==> config.mk <==
export PLATFORM = sky130hd
export DESIGN_NAME = dma_top
export DESIGN_NICKNAME = d
export VERILOG_FILES = /design/src/common/dma_pkg.sv /design/src/hdl/dma_reg_decode.sv /design/src/dma_table/dma_request_table.sv /design/src/dma_engine/dma_initiator.sv /design/src/dma_engine/dma_target.sv /design/src/hdl/dma_bus_arbiter.sv /design/src/hdl/dma_top.sv
export SDC_FILE = /design/constraint.sdc
export NUM_CORES = 1
export LEC_CHECK = 0
export BUFFER_PORTS_ARGS = -buffer_cell sky130_fd_sc_hd__buf_2
export CAP_MARGIN = 25
export CELL_PAD_IN_SITES_DETAIL_PLACEMENT = 1
export CELL_PAD_IN_SITES_GLOBAL_PLACEMENT = 1
export CORE_MARGIN = 1.5
export CORE_UTILIZATION = 51
export CTS_CLUSTER_SIZE = 16
export DETAILED_ROUTE_END_ITERATION = 8
export PLACE_DENSITY = 0.88
export SLEW_MARGIN = 30
export SYNTH_ARGS = -nofsm -noshare
export SYNTH_HDL_FRONTEND = slang
export SYNTH_HIERARCHICAL = 1
export SYNTH_SLANG_ARGS = --single-unit
==> constraint.sdc <==
create_clock -name clk -period 5.6 [get_ports clk]
set_input_delay 0.56 -clock clk [delete_from_list [all_inputs] [get_ports clk]]
set_output_delay 0.56 -clock clk [all_outputs]
set_load 0.05 [all_outputs]
==> src/common/dma_pkg.sv <==
// DMA package with bus, network flit, request and register field definitions
package dma_pkg;

  //////////////////////////////////////////////////
  // Basic words
  //////////////////////////////////////////////////

  typedef logic [31:0] addr_t;  // Byte address
  typedef logic [31:0] data_t;  // Bus and payload word
  typedef logic [7:0]  len_t;   // Words per transfer, zero counts as one

  //////////////////////////////////////////////////
  // Network link
  //////////////////////////////////////////////////

  typedef enum logic [1:0] {
    FLIT_HEAD = 2'd0,  // Payload is the destination address
    FLIT_BODY = 2'd1,
    FLIT_TAIL = 2'd2   // Last data word of a packet
  } flit_kind_e;

  typedef struct packed {
    flit_kind_e kind;
    data_t      payload;
  } flit_t;  // 34 bits

  //////////////////////////////////////////////////
  // Request table entry
  //////////////////////////////////////////////////

  typedef struct packed {
    addr_t src;
    addr_t dst;
    len_t  len;
  } dma_req_t;  // 72 bits

  // Register offsets inside one 16-byte entry, from addr[3:2]
  typedef enum logic [1:0] {
    REG_SRC  = 2'd0,
    REG_DST  = 2'd1,
    REG_LEN  = 2'd2,
    REG_CTRL = 2'd3   // Bit 0 valid/start, bit 1 done
  } reg_field_e;

  //////////////////////////////////////////////////
  // Memory bus and configuration bus
  //////////////////////////////////////////////////

  typedef struct packed {
    logic  sel;
    logic  write;
    logic  lock;   // Raised with sel, holds the arbiter grant
    addr_t addr;
    data_t wdata;
  } bus_req_t;

  typedef struct packed {
    data_t rdata;
    logic  ready;  // Access complete, rdata valid
  } bus_rsp_t;

  typedef struct packed {
    logic  sel;    // One cycle per access
    logic  write;
    addr_t addr;
    data_t wdata;
  } cfg_req_t;

  typedef struct packed {
    data_t rdata;
    logic  ready;  // Exactly one cycle after sel
  } cfg_rsp_t;

endpackage

==> src/hdl/dma_reg_decode.sv <==
// Configuration slave turning register accesses into table strobes and status reads
`timescale 1ns/1ps

module dma_reg_decode import dma_pkg::*; #(
  parameter int TABLE_ENTRIES = 4,
  localparam int PTR_WIDTH    = $clog2(TABLE_ENTRIES)
) (
  input  logic                     clk,
  input  logic                     rst,
  input  cfg_req_t                 cfg_req,
  output cfg_rsp_t                 cfg_rsp,
  output logic                     write_en,     // Field write strobe
  output logic [PTR_WIDTH-1:0]     write_pos,
  output reg_field_e               write_field,
  output data_t                    write_data,
  output logic                     ctrl_en,      // Control write strobe
  output logic                     ctrl_start,
  output logic [PTR_WIDTH-1:0]     read_pos,
  input  dma_req_t                 read_req,     // Entry at read_pos
  input  logic [TABLE_ENTRIES-1:0] valid,
  input  logic [TABLE_ENTRIES-1:0] done
);

  reg_field_e           field;
  logic [PTR_WIDTH-1:0] pos;
  logic                 wr;
  data_t                rdata_next;
  data_t                rsp_rdata;
  logic                 rsp_ready;

  //////////////////////////////////////////////////
  // Address split and write strobes
  //////////////////////////////////////////////////

  assign field = reg_field_e'(cfg_req.addr[3:2]);
  assign pos   = cfg_req.addr[4 +: PTR_WIDTH];  // 16 bytes per entry
  assign wr    = cfg_req.sel & cfg_req.write;

  assign write_en    = wr & (field != REG_CTRL);
  assign ctrl_en     = wr & (field == REG_CTRL);
  assign ctrl_start  = cfg_req.wdata[0];          // Clear means done clear only
  assign write_pos   = pos;
  assign write_field = field;
  assign write_data  = cfg_req.wdata;
  assign read_pos    = pos;

  //////////////////////////////////////////////////
  // Read data and response
  //////////////////////////////////////////////////

  always_comb begin
    case (field)
      REG_SRC: rdata_next = read_req.src;
      REG_DST: rdata_next = read_req.dst;
      REG_LEN: rdata_next = data_t'(read_req.len);  // Zero extended
      default: rdata_next = {30'd0, done[pos], valid[pos]};
    endcase
  end

  always_ff @(posedge clk) begin
    if (rst) begin
      rsp_ready <= 1'b0;
    end else begin
      rsp_ready <= cfg_req.sel;  // Fixed one-cycle latency
    end
  end

  // Sampled with the access, shown with ready
  always_ff @(posedge clk) begin
    if (cfg_req.sel) begin
      rsp_rdata <= rdata_next;
    end
  end

  assign cfg_rsp.rdata = rsp_rdata;
  assign cfg_rsp.ready = rsp_ready;

endmodule

==> src/dma_table/dma_request_table.sv <==
// Request table storing copy requests with valid and done bits and level interrupts
`timescale 1ns/1ps

module dma_request_table import dma_pkg::*; #(
  parameter int TABLE_ENTRIES = 4,
  localparam int PTR_WIDTH    = $clog2(TABLE_ENTRIES)
) (
  input  logic                     clk,
  input  logic                     rst,
  // Configuration side
  input  logic                     write_en,
  input  logic [PTR_WIDTH-1:0]     write_pos,
  input  reg_field_e               write_field,
  input  data_t                    write_data,
  input  logic                     ctrl_en,
  input  logic                     ctrl_start,
  input  logic [PTR_WIDTH-1:0]     cfg_pos,
  output dma_req_t                 cfg_req_out,
  // Engine side
  input  logic [PTR_WIDTH-1:0]     exec_pos,
  output dma_req_t                 exec_req,
  input  logic                     done_en,      // One-cycle completion pulse
  input  logic [PTR_WIDTH-1:0]     done_pos,
  // Status
  output logic [TABLE_ENTRIES-1:0] valid,
  output logic [TABLE_ENTRIES-1:0] done,
  output logic [TABLE_ENTRIES-1:0] irq
);

  dma_req_t reqs [TABLE_ENTRIES];  // Request storage

  //////////////////////////////////////////////////
  // Field storage
  //////////////////////////////////////////////////

  always_ff @(posedge clk) begin
    if (write_en) begin
      case (write_field)
        REG_SRC: reqs[write_pos].src <= write_data;
        REG_DST: reqs[write_pos].dst <= write_data;
        REG_LEN: reqs[write_pos].len <= write_data[$bits(len_t)-1:0];
        default: ;  // Control goes through ctrl_en
      endcase
    end
  end

  //////////////////////////////////////////////////
  // Valid and done bits
  //////////////////////////////////////////////////

  always_ff @(posedge clk) begin
    if (rst) begin
      valid <= '0;
      done  <= '0;
    end else begin
      if (ctrl_en) begin
        done[write_pos] <= 1'b0;  // Any control write acknowledges
        if (ctrl_start) begin
          valid[write_pos] <= 1'b1;
        end
      end
      // Placed last so completion wins over a start on the same entry
      if (done_en) begin
        valid[done_pos] <= 1'b0;
        done[done_pos]  <= 1'b1;
      end
    end
  end

  // Read ports, both asynchronous
  assign cfg_req_out = reqs[cfg_pos];
  assign exec_req    = reqs[exec_pos];

  assign irq = done;  // Level interrupt per entry

endmodule

==> src/dma_engine/dma_initiator.sv <==
// Transfer engine reading source words and sending them as packets under credit control
`timescale 1ns/1ps

module dma_initiator import dma_pkg::*; #(
  parameter int TABLE_ENTRIES = 4,
  parameter int NOC_CREDITS   = 4,
  localparam int PTR_WIDTH    = $clog2(TABLE_ENTRIES),
  localparam int CW           = $clog2(NOC_CREDITS + 1)
) (
  input  logic                     clk,
  input  logic                     rst,
  input  logic [TABLE_ENTRIES-1:0] valid,
  output logic [PTR_WIDTH-1:0]     exec_pos,
  input  dma_req_t                 exec_req,
  output logic                     done_en,
  output logic [PTR_WIDTH-1:0]     done_pos,
  output flit_t                    noc_out_flit,
  output logic                     noc_out_valid,
  input  logic                     noc_out_credit,  // One pulse per freed slot
  output bus_req_t                 bus_req,
  input  bus_rsp_t                 bus_rsp
);

  typedef enum logic [1:0] {
    IDLE,  // Wait for a valid entry
    HEAD,  // Send destination address
    READ,  // Fetch one source word
    SEND   // Send it as body or tail
  } state_e;

  state_e               state;
  logic [CW-1:0]        credits;
  len_t                 idx;       // Current word
  data_t                word;      // Fetched source word
  logic                 has_credit;
  logic                 sent;
  logic                 last;
  logic [PTR_WIDTH-1:0] low_pos;

  //////////////////////////////////////////////////
  // Entry pick and word tracking
  //////////////////////////////////////////////////

  // Lowest valid entry wins
  always_comb begin
    low_pos = '0;
    for (int i = TABLE_ENTRIES - 1; i >= 0; i--) begin
      if (valid[i]) low_pos = PTR_WIDTH'(i);
    end
  end

  assign has_credit = (credits != '0);
  assign sent       = noc_out_valid;  // No ready, credits guarantee room
  assign last       = ({1'b0, idx} + 9'd1) >= {1'b0, exec_req.len};  // Len 0 acts as 1

  //////////////////////////////////////////////////
  // Outputs
  //////////////////////////////////////////////////

  assign noc_out_valid = has_credit & ((state == HEAD) | (state == SEND));
  assign noc_out_flit.kind    = (state == HEAD) ? FLIT_HEAD :
                                last            ? FLIT_TAIL : FLIT_BODY;
  assign noc_out_flit.payload = (state == HEAD) ? exec_req.dst : word;

  assign done_en  = (state == SEND) & sent & last;  // Tail leaves this cycle
  assign done_pos = exec_pos;

  assign bus_req.sel   = (state == READ);
  assign bus_req.write = 1'b0;
  assign bus_req.lock  = (state == READ);  // Lock with every access
  assign bus_req.addr  = exec_req.src + {22'd0, idx, 2'b00};
  assign bus_req.wdata = '0;

  //////////////////////////////////////////////////
  // FSM and credit counter
  //////////////////////////////////////////////////

  always_ff @(posedge clk) begin
    if (rst) begin
      state    <= IDLE;
      credits  <= CW'(NOC_CREDITS);  // Receiver starts empty
      idx      <= '0;
      exec_pos <= '0;
    end else begin
      case ({noc_out_credit, sent})
        2'b10:   credits <= credits + 1'b1;
        2'b01:   credits <= credits - 1'b1;
        default: ;  // Both or neither
      endcase
      case (state)
        IDLE: if (|valid) begin
          exec_pos <= low_pos;
          state    <= HEAD;
        end
        HEAD: if (sent) begin
          idx   <= '0;
          state <= READ;
        end
        READ: if (bus_rsp.ready) state <= SEND;
        SEND: if (sent) begin
          if (last) begin
            state <= IDLE;  // Table clears valid at this edge
          end else begin
            idx   <= idx + 1'b1;
            state <= READ;
          end
        end
        default: state <= IDLE;
      endcase
    end
  end

  always_ff @(posedge clk) begin
    if ((state == READ) && bus_rsp.ready) begin
      word <= bus_rsp.rdata;
    end
  end

endmodule

==> src/dma_engine/dma_target.sv <==
// Packet receiver with a credit-returning FIFO that writes payload words to memory
`timescale 1ns/1ps

module dma_target import dma_pkg::*; #(
  parameter int NOC_CREDITS = 4,
  localparam int PW         = (NOC_CREDITS > 1) ? $clog2(NOC_CREDITS) : 1,
  localparam int CW         = $clog2(NOC_CREDITS + 1)
) (
  input  logic     clk,
  input  logic     rst,
  input  flit_t    noc_in_flit,
  input  logic     noc_in_valid,
  output logic     noc_in_credit,  // One cycle after each dequeue
  output bus_req_t bus_req,
  input  bus_rsp_t bus_rsp
);

  flit_t         fifo [NOC_CREDITS];  // Sized to the sender credits
  logic [PW-1:0] wr_ptr;
  logic [PW-1:0] rd_ptr;
  logic [CW-1:0] count;
  flit_t         head;
  logic          empty;
  logic          deq;
  addr_t         wr_addr;  // Next destination address

  function automatic logic [PW-1:0] ptr_next(input logic [PW-1:0] p);
    return (p == PW'(NOC_CREDITS - 1)) ? '0 : p + 1'b1;
  endfunction

  assign empty = (count == '0);
  assign head  = fifo[rd_ptr];

  // Head flits just load the address, data flits wait for the write
  assign deq = ~empty & ((head.kind == FLIT_HEAD) | (bus_req.sel & bus_rsp.ready));

  //////////////////////////////////////////////////
  // Memory write side
  //////////////////////////////////////////////////

  assign bus_req.sel   = ~empty & (head.kind != FLIT_HEAD);
  assign bus_req.write = 1'b1;
  assign bus_req.lock  = bus_req.sel;
  assign bus_req.addr  = wr_addr;
  assign bus_req.wdata = head.payload;  // Held until ready

  always_ff @(posedge clk) begin
    if (noc_in_valid) begin
      fifo[wr_ptr] <= noc_in_flit;
    end
    if (deq) begin
      wr_addr <= (head.kind == FLIT_HEAD) ? head.payload : wr_addr + 32'd4;
    end
  end

  //////////////////////////////////////////////////
  // FIFO control and credit return
  //////////////////////////////////////////////////

  always_ff @(posedge clk) begin
    if (rst) begin
      wr_ptr        <= '0;
      rd_ptr        <= '0;
      count         <= '0;
      noc_in_credit <= 1'b0;
    end else begin
      if (noc_in_valid) wr_ptr <= ptr_next(wr_ptr);  // Never full, sender counts
      if (deq) rd_ptr <= ptr_next(rd_ptr);
      count         <= count + CW'(noc_in_valid) - CW'(deq);
      noc_in_credit <= deq;
    end
  end

endmodule

==> src/hdl/dma_bus_arbiter.sv <==
// Two-master memory bus arbiter whose grant is held while the owner keeps lock high
`timescale 1ns/1ps

module dma_bus_arbiter import dma_pkg::*; (
  input  logic     clk,
  input  logic     rst,
  input  bus_req_t init_req,
  output bus_rsp_t init_rsp,
  input  bus_req_t targ_req,
  output bus_rsp_t targ_rsp,
  output bus_req_t mem_req,
  input  bus_rsp_t mem_rsp
);

  logic grant_targ;  // 1 target owns the bus, 0 initiator
  logic owner_lock;
  logic grant_next;

  //////////////////////////////////////////////////
  // Grant selection
  //////////////////////////////////////////////////

  assign owner_lock = grant_targ ? targ_req.lock : init_req.lock;

  always_comb begin
    if (owner_lock) begin
      grant_next = grant_targ;  // Hold during a locked access
    end else if (targ_req.lock) begin
      grant_next = 1'b1;        // Target first
    end else if (init_req.lock) begin
      grant_next = 1'b0;
    end else begin
      grant_next = 1'b1;        // Park on target
    end
  end

  always_ff @(posedge clk) begin
    if (rst) begin
      grant_targ <= 1'b1;
    end else begin
      grant_targ <= grant_next;
    end
  end

  //////////////////////////////////////////////////
  // Request and response routing
  //////////////////////////////////////////////////

  assign mem_req = grant_targ ? targ_req : init_req;

  assign init_rsp.rdata = mem_rsp.rdata;
  assign init_rsp.ready = mem_rsp.ready & ~grant_targ;  // Loser sees no ready
  assign targ_rsp.rdata = mem_rsp.rdata;
  assign targ_rsp.ready = mem_rsp.ready & grant_targ;

endmodule

==> src/hdl/dma_top.sv <==
// DMA subsystem top connecting configuration slave, request table, engines and arbiter
`timescale 1ns/1ps

module dma_top import dma_pkg::*; #(
  parameter int TABLE_ENTRIES = 4,
  parameter int NOC_CREDITS   = 4,
  localparam int PTR_WIDTH    = $clog2(TABLE_ENTRIES)
) (
  input  logic                     clk,
  input  logic                     rst,
  input  cfg_req_t                 cfg_req,
  output cfg_rsp_t                 cfg_rsp,
  output flit_t                    noc_out_flit,
  output logic                     noc_out_valid,
  input  logic                     noc_out_credit,
  input  flit_t                    noc_in_flit,
  input  logic                     noc_in_valid,
  output logic                     noc_in_credit,
  output bus_req_t                 mem_req,
  input  bus_rsp_t                 mem_rsp,
  output logic [TABLE_ENTRIES-1:0] irq
);

  // Configuration to table
  logic                     write_en;
  logic [PTR_WIDTH-1:0]     write_pos;
  reg_field_e               write_field;
  data_t                    write_data;
  logic                     ctrl_en;
  logic                     ctrl_start;
  logic [PTR_WIDTH-1:0]     read_pos;
  dma_req_t                 read_req;
  logic [TABLE_ENTRIES-1:0] valid;
  logic [TABLE_ENTRIES-1:0] done;
  // Table to engine
  logic [PTR_WIDTH-1:0]     exec_pos;
  dma_req_t                 exec_req;
  logic                     done_en;
  logic [PTR_WIDTH-1:0]     done_pos;
  // Bus masters
  bus_req_t                 init_req;
  bus_rsp_t                 init_rsp;
  bus_req_t                 targ_req;
  bus_rsp_t                 targ_rsp;

  dma_reg_decode #(.TABLE_ENTRIES(TABLE_ENTRIES)) u_reg_decode (
    .clk, .rst, .cfg_req, .cfg_rsp,
    .write_en, .write_pos, .write_field, .write_data,
    .ctrl_en, .ctrl_start, .read_pos, .read_req, .valid, .done
  );

  dma_request_table #(.TABLE_ENTRIES(TABLE_ENTRIES)) u_request_table (
    .clk, .rst, .write_en, .write_pos, .write_field, .write_data,
    .ctrl_en, .ctrl_start, .cfg_pos(read_pos), .cfg_req_out(read_req),
    .exec_pos, .exec_req, .done_en, .done_pos, .valid, .done, .irq
  );

  dma_initiator #(.TABLE_ENTRIES(TABLE_ENTRIES), .NOC_CREDITS(NOC_CREDITS)) u_initiator (
    .clk, .rst, .valid, .exec_pos, .exec_req, .done_en, .done_pos,
    .noc_out_flit, .noc_out_valid, .noc_out_credit,
    .bus_req(init_req), .bus_rsp(init_rsp)
  );

  dma_target #(.NOC_CREDITS(NOC_CREDITS)) u_target (
    .clk, .rst, .noc_in_flit, .noc_in_valid, .noc_in_credit,
    .bus_req(targ_req), .bus_rsp(targ_rsp)
  );

  dma_bus_arbiter u_bus_arbiter (
    .clk, .rst, .init_req, .init_rsp, .targ_req, .targ_rsp, .mem_req, .mem_rsp
  );

endmodule

Yosys cells after proc, flatten, opt, wreduce, memory -nomap -nowiden
Memories as Yosys holds them, arrays and structs flattened. A register that Yosys moved wholly into a read port is not among the register bits. Index checks and enable logic that the tools add are counted.

Bitwise logic cells: 21. Shift-type cells: 0. Mux-type cells: 56. Div/mod/pow operators: 0. Multipliers: 0. Magnitude comparators: 5. Equal/unequal tests: 16. Reduce and logical (&&, ||, !) cells: 15. Add/subtract/negate cells: 10.

Operators with widths (count): 32-bit case mux with 3 select lines (1); 67-bit two-way mux (1); 32-bit two-way mux (2); 2-bit two-way mux (17); 32-bit by 10-bit adder with 32-bit output (1); 32-bit by 3-bit adder with 32-bit output, second input constant (1); 4-bit two-way mux (7); 8-bit two-way mux (3); 1-bit two-way mux (18); 8-bit case mux with 2 select lines (1); 2-bit == test, second input constant (7); 1-bit bitwise AND (11); 8-bit by 1-bit adder with 9-bit output, second input constant (1); 9-bit by 8-bit greater-or-equal comparator with 1-bit output (1); 8-bit by 1-bit adder with 8-bit output, second input constant (1); 4-bit bitwise AND (2); 4-bit NOT (2); 4-bit OR (2); 2-bit case mux with 4 select lines (1); 4-bit AND reduction (2); 2-bit by 1-bit == test with 1-bit output, second input constant (3); 2-bit logical NOT (3); 2-bit by 3-bit < comparator with 1-bit output, second input constant (2); 2-bit by 1-bit inequality test with 1-bit output, second input constant (3); 18 further kinds (30).

ROM bits: 0. Memories: 2. Word-level logic and storage cells: 140. Bits in writable memories: 424. Bits in latches: 0. Bits of input ports: 137. Bits in registers: 129.

Memories: u_request_table.reqs (depth 4, width 72, rd ports 2, clocked after memory_dff 1, write ports 1, RTL line dma_request_table.sv:30) `dma_req_t reqs [TABLE_ENTRIES];`; u_target.fifo (depth 4, width 34, rd ports 1, clocked after memory_dff 1, write ports 1, RTL line dma_target.sv:18) `flit_t fifo [NOC_CREDITS];`.

Logic depth before layout (Yosys ltp)
Depth in word-level cells: 10. Mapped depth: 14.

Modules after synthesis
The synthesis kept the hierarchy.

By module, submodules not included: dma_request_table (sequential area each 8808.4 um^2, area an instance 12778.5 um^2, cells each 525, instances 1); dma_target (sequential area each 5245.0 um^2, area an instance 7322.0 um^2, cells each 435, instances 1); dma_initiator (sequential area each 1261.2 um^2, area an instance 3570.9 um^2, cells each 368, instances 1); dma_reg_decode (sequential area each 980.9 um^2, area an instance 1881.8 um^2, cells each 151, instances 1); dma_bus_arbiter (sequential area each 20.0 um^2, area an instance 1674.1 um^2, cells each 146, instances 1).

Least setup slack after synthesis
Ideal clock, no wire load.

Path kind: flip-flop to flip-flop. Start point: memory u_target/fifo[3][32] in the netlist's numbering. End point: register u_target.count[2]. Buffers on the path: 0. Arrival time: 4.318 ns. Slack: 1.155 ns. Cell stages (with the launch flop): 12. Cell sequence: edfxtp_1 or2_2 mux4_2 a21oi_1 ha_1 inv_1 ha_1 inv_1 fa_1 xor2_1 xnor2_1 nor2_1.

RTL lines: start: declaration (RTL line dma_target.sv:18); end signal: assignment (RTL line dma_target.sv:69) `count <= count + CW'(noc_in_valid) - CW'(deq);`; end: declaration (RTL line dma_target.sv:21) `logic [CW-1:0] count;`.

==> impl_results.md <==
* CTS root buf: clkbuf_16
* Fin Setup TNS at 0 ns
* Critical path fanouts, max at 30
* Deepest level of the CTS H-tree at 2
* Yosys warning count at 6
* Clk_skew at ~0.017 ns
* Die Area at 0.05431 mm²
* Slew at the pin closest to its max-slew limit at between 0.9 and 1 ns
* Aggregate global-route resource usage at a little over a quarter
* Die boundary width at approximately 230 µm
* Detail Route Antenna Nets at 0
* Count of TritonRoute iterations in the first routing pass at 5
* Avg Vias per Cell at around 6.3
* IO Pins at approximately 280
* Chain of cells forming the critical path: mux4_1 > ha_1 > inv_1 > fa_1 > nand2b_1 > a21oi_1 > o41ai_2 > buf_4 > a2111oi_0 > xor2_1 > mux2_4 > buf_2
* DP Wirelength at 46670 µm
* Synthesized instance count at about 1600
* Insertion delay of the later-clocked pin in the worst-skew pair at 0.62 ns
* Proportion of layout cells with a drive suffix above 1 at 37.28%
* R2r startpoint: u_initiator/done_pos[1]
* Avg Synthesized Cell Area at 16.94 µm²
* Category of cells accounting for the largest share of critical-path delay: compound AO/OA/AOI/OAI gates
* Logic depth of the worst path, buffers included at 12
* Clock-pin slew reported for the worst setup and hold paths after clock tree synthesis at 0.06 ns
* Residual DRC count at 0
* Nets at 1933
* Category of the worst setup path launch point: flip-flop
* Delay of the slowest cell on the worst path at around 0.76 ns
* Hold Path Class: in -> reg
* Fmax achieved at ~0.19 GHz
* Final routed wirelength across all metal layers at slightly above 70000 µm
* Data required time of the worst path at between 5 and 6 ns
* Vertical extent of the die at ~230 µm
* Area of all placed cells without fillers at approximately 0.030 mm²
* Remaining global-route overflow at 0
* Number of global-route vias before repair at approximately 17000
* Min cycle time layout at approximately 5.3 ns
* Total count of hold-check failures in the final report at 0
* Startpoint of the most critical setup path: u_initiator/done_pos[0]
* Buffers and inverters on the worst path at 3
* Worst setup path endpoint: mem_req[52]
* Leak Pwr at around 11 nW
* Startpoint of the most critical hold path: mem_rsp[9]
* Count of standard-cell rows at 84
* Max Cap Viol at 0
* Path depth of the worst reg2reg path at 11
* Headroom to the max-slew limit at about 34%
* Path type of the worst setup path: reg -> out
* Post-route clock period utilization at 94.75%
* Total number of clock tree sinks at between 500 and 600
* Maximum ir drop on the vdd rail at about 230 µV
* Gp weighted congestion at approximately 0.86
* Slowest cell on crit path: dfxtp_4
* Cell area power density at 399.4 mW/mm²
* Count of hold buffers inserted by post-cts repair at 0
* Data arrival time of the critical path at between 4 and 5 ns
* Pin count of the biggest net entering global routing at 70
* Placeable Area at 0.05245 mm²
* Number of buffers on the longest clock path at 3
* Fillers at roughly 4800
* Number of failing setup endpoints in the final timing report at 0
* Setup slack of the worst register-to-register path at 1.49 ns
* Kind of capture point of the worst setup path: output port
* TritonCTS clock tree: built
* Via count at 15736
* Initial core utilization at approximately half
* Post-CTS setup buffers at 0
* Final Util at a little under three fifths
* Violation count after the first detailed-routing iteration at between 1000 and 1500
* Antenna violations before repair at 6
* Average routed wire per standard cell at 28.89 µm
* Mapped Area at between 0.02 and 0.03 mm²
* Synth-to-Final Area Change at 11.17%
* Quantity of I/O buffers inserted on ports at 248
* Worst reg2reg path endpoint: u_request_table/done[1]
* Instance area at placement at between 0.02 and 0.03 mm²
* Run status: finished clean
* RSZ-0062 raised after global routing: false
* Number of buffers inserted during clock tree synthesis at 58
* Global-route wire length before repair at 106100 µm
* Final Max Tran Viols at 0
* CTS resizes at 0
## layout by cell type, fill, tap and decap left out, types with 32 or more instances in the layout
| cell type | count |
|---|---|
| buf_2 | 246 |
| mux4_2 | 177 |
| conb_1 | 34 |
| mux2_4 | 66 |
| nor2_1 | 68 |
| clkbuf_16 | 59 |
| mux2_2 | 35 |
| edfxtp_1 | 520 |
| nand2_1 | 51 |
| mux2i_1 | 32 |
| inv_1 | 36 |
| xor2_1 | 33 |
## worst min-delay path by stage
stage,to,cells after the start
2_1_floorplan,u_request_table/done[0],2
3_3_place_gp,flip-flop,2
3_5_place_dp,u_request_table/done[0],2
4_1_cts,u_initiator/word[8],1
5_1_grt,u_initiator/word[23],1
6_report,u_initiator/word[8],1
## routing by layer
layer,global-route usage (%),wire [µm],vias to the layer above
met5,0,32,-
li1,-,-,6539
met4,10.60,2670,4
met1,34.38,27890,8333
met3,4.485,4723,152
met2,45.50,37090,708
## power by group
group | switching (W) | total [W] | internal (W)
clock | 0.00162 | 0.00390 | 0.00228
sequential | 0.000254 | 0.00510 | 0.00484
combinational | 0.00200 | 0.00299 | 0.000990
total | 0.00387 | 0.0120 | 0.00812
## stage by stage
step | worst slack (ns) | hold WS [ns] | power (W) | cells
finish | 0.2942 | 0.1125 | 0.01198 | 2506
global route | 0.2094 | 0.09913 | 0.01234 | 2506
CTS | 0.3063 | 0.08725 | 0.01206 | 2504
detailed placement | 1.053 | 0.4947 | 0.008136 | 2395
global placement | 1.240 | 0.4790 | 0.008031 | 2389
floorplan | 1.155 | 0.4537 | 0.007433 | 1625
## registers in the layout, indices dropped and copies added (netlist names), 2 cells and up, named ones only
name                    count
u_target/rd_ptr             2
u_reg_decode/rsp_rdata     32
u_target/count              3
u_initiator/credits         3
u_request_table/reqs      288
u_initiator/word           32
u_request_table/done        4
u_target/fifo             136
u_target/wr_ptr             2
u_initiator/state           2
u_initiator/idx             8
u_target/wr_addr           32
u_request_table/valid       4
u_initiator/done_pos        2
## layout make-up
type / count / area (µm²) / area share [%]
clock buffers: 72 / 1555 / 5.184
repair buffers: 281 / 1618 / 5.392
well taps: 688 / 860.8 / 2.869
inverters: 36 / 135.1 / 0.4504
diodes: 2 / 5.005 / 0.01668
multi-input cells: 835 / 9146 / 30.49
flip-flops and latches: 555 / 16330 / 54.42
clock inverters: 37 / 352.8 / 1.176
Note: power is estimated with default switching activity, not from simulation.
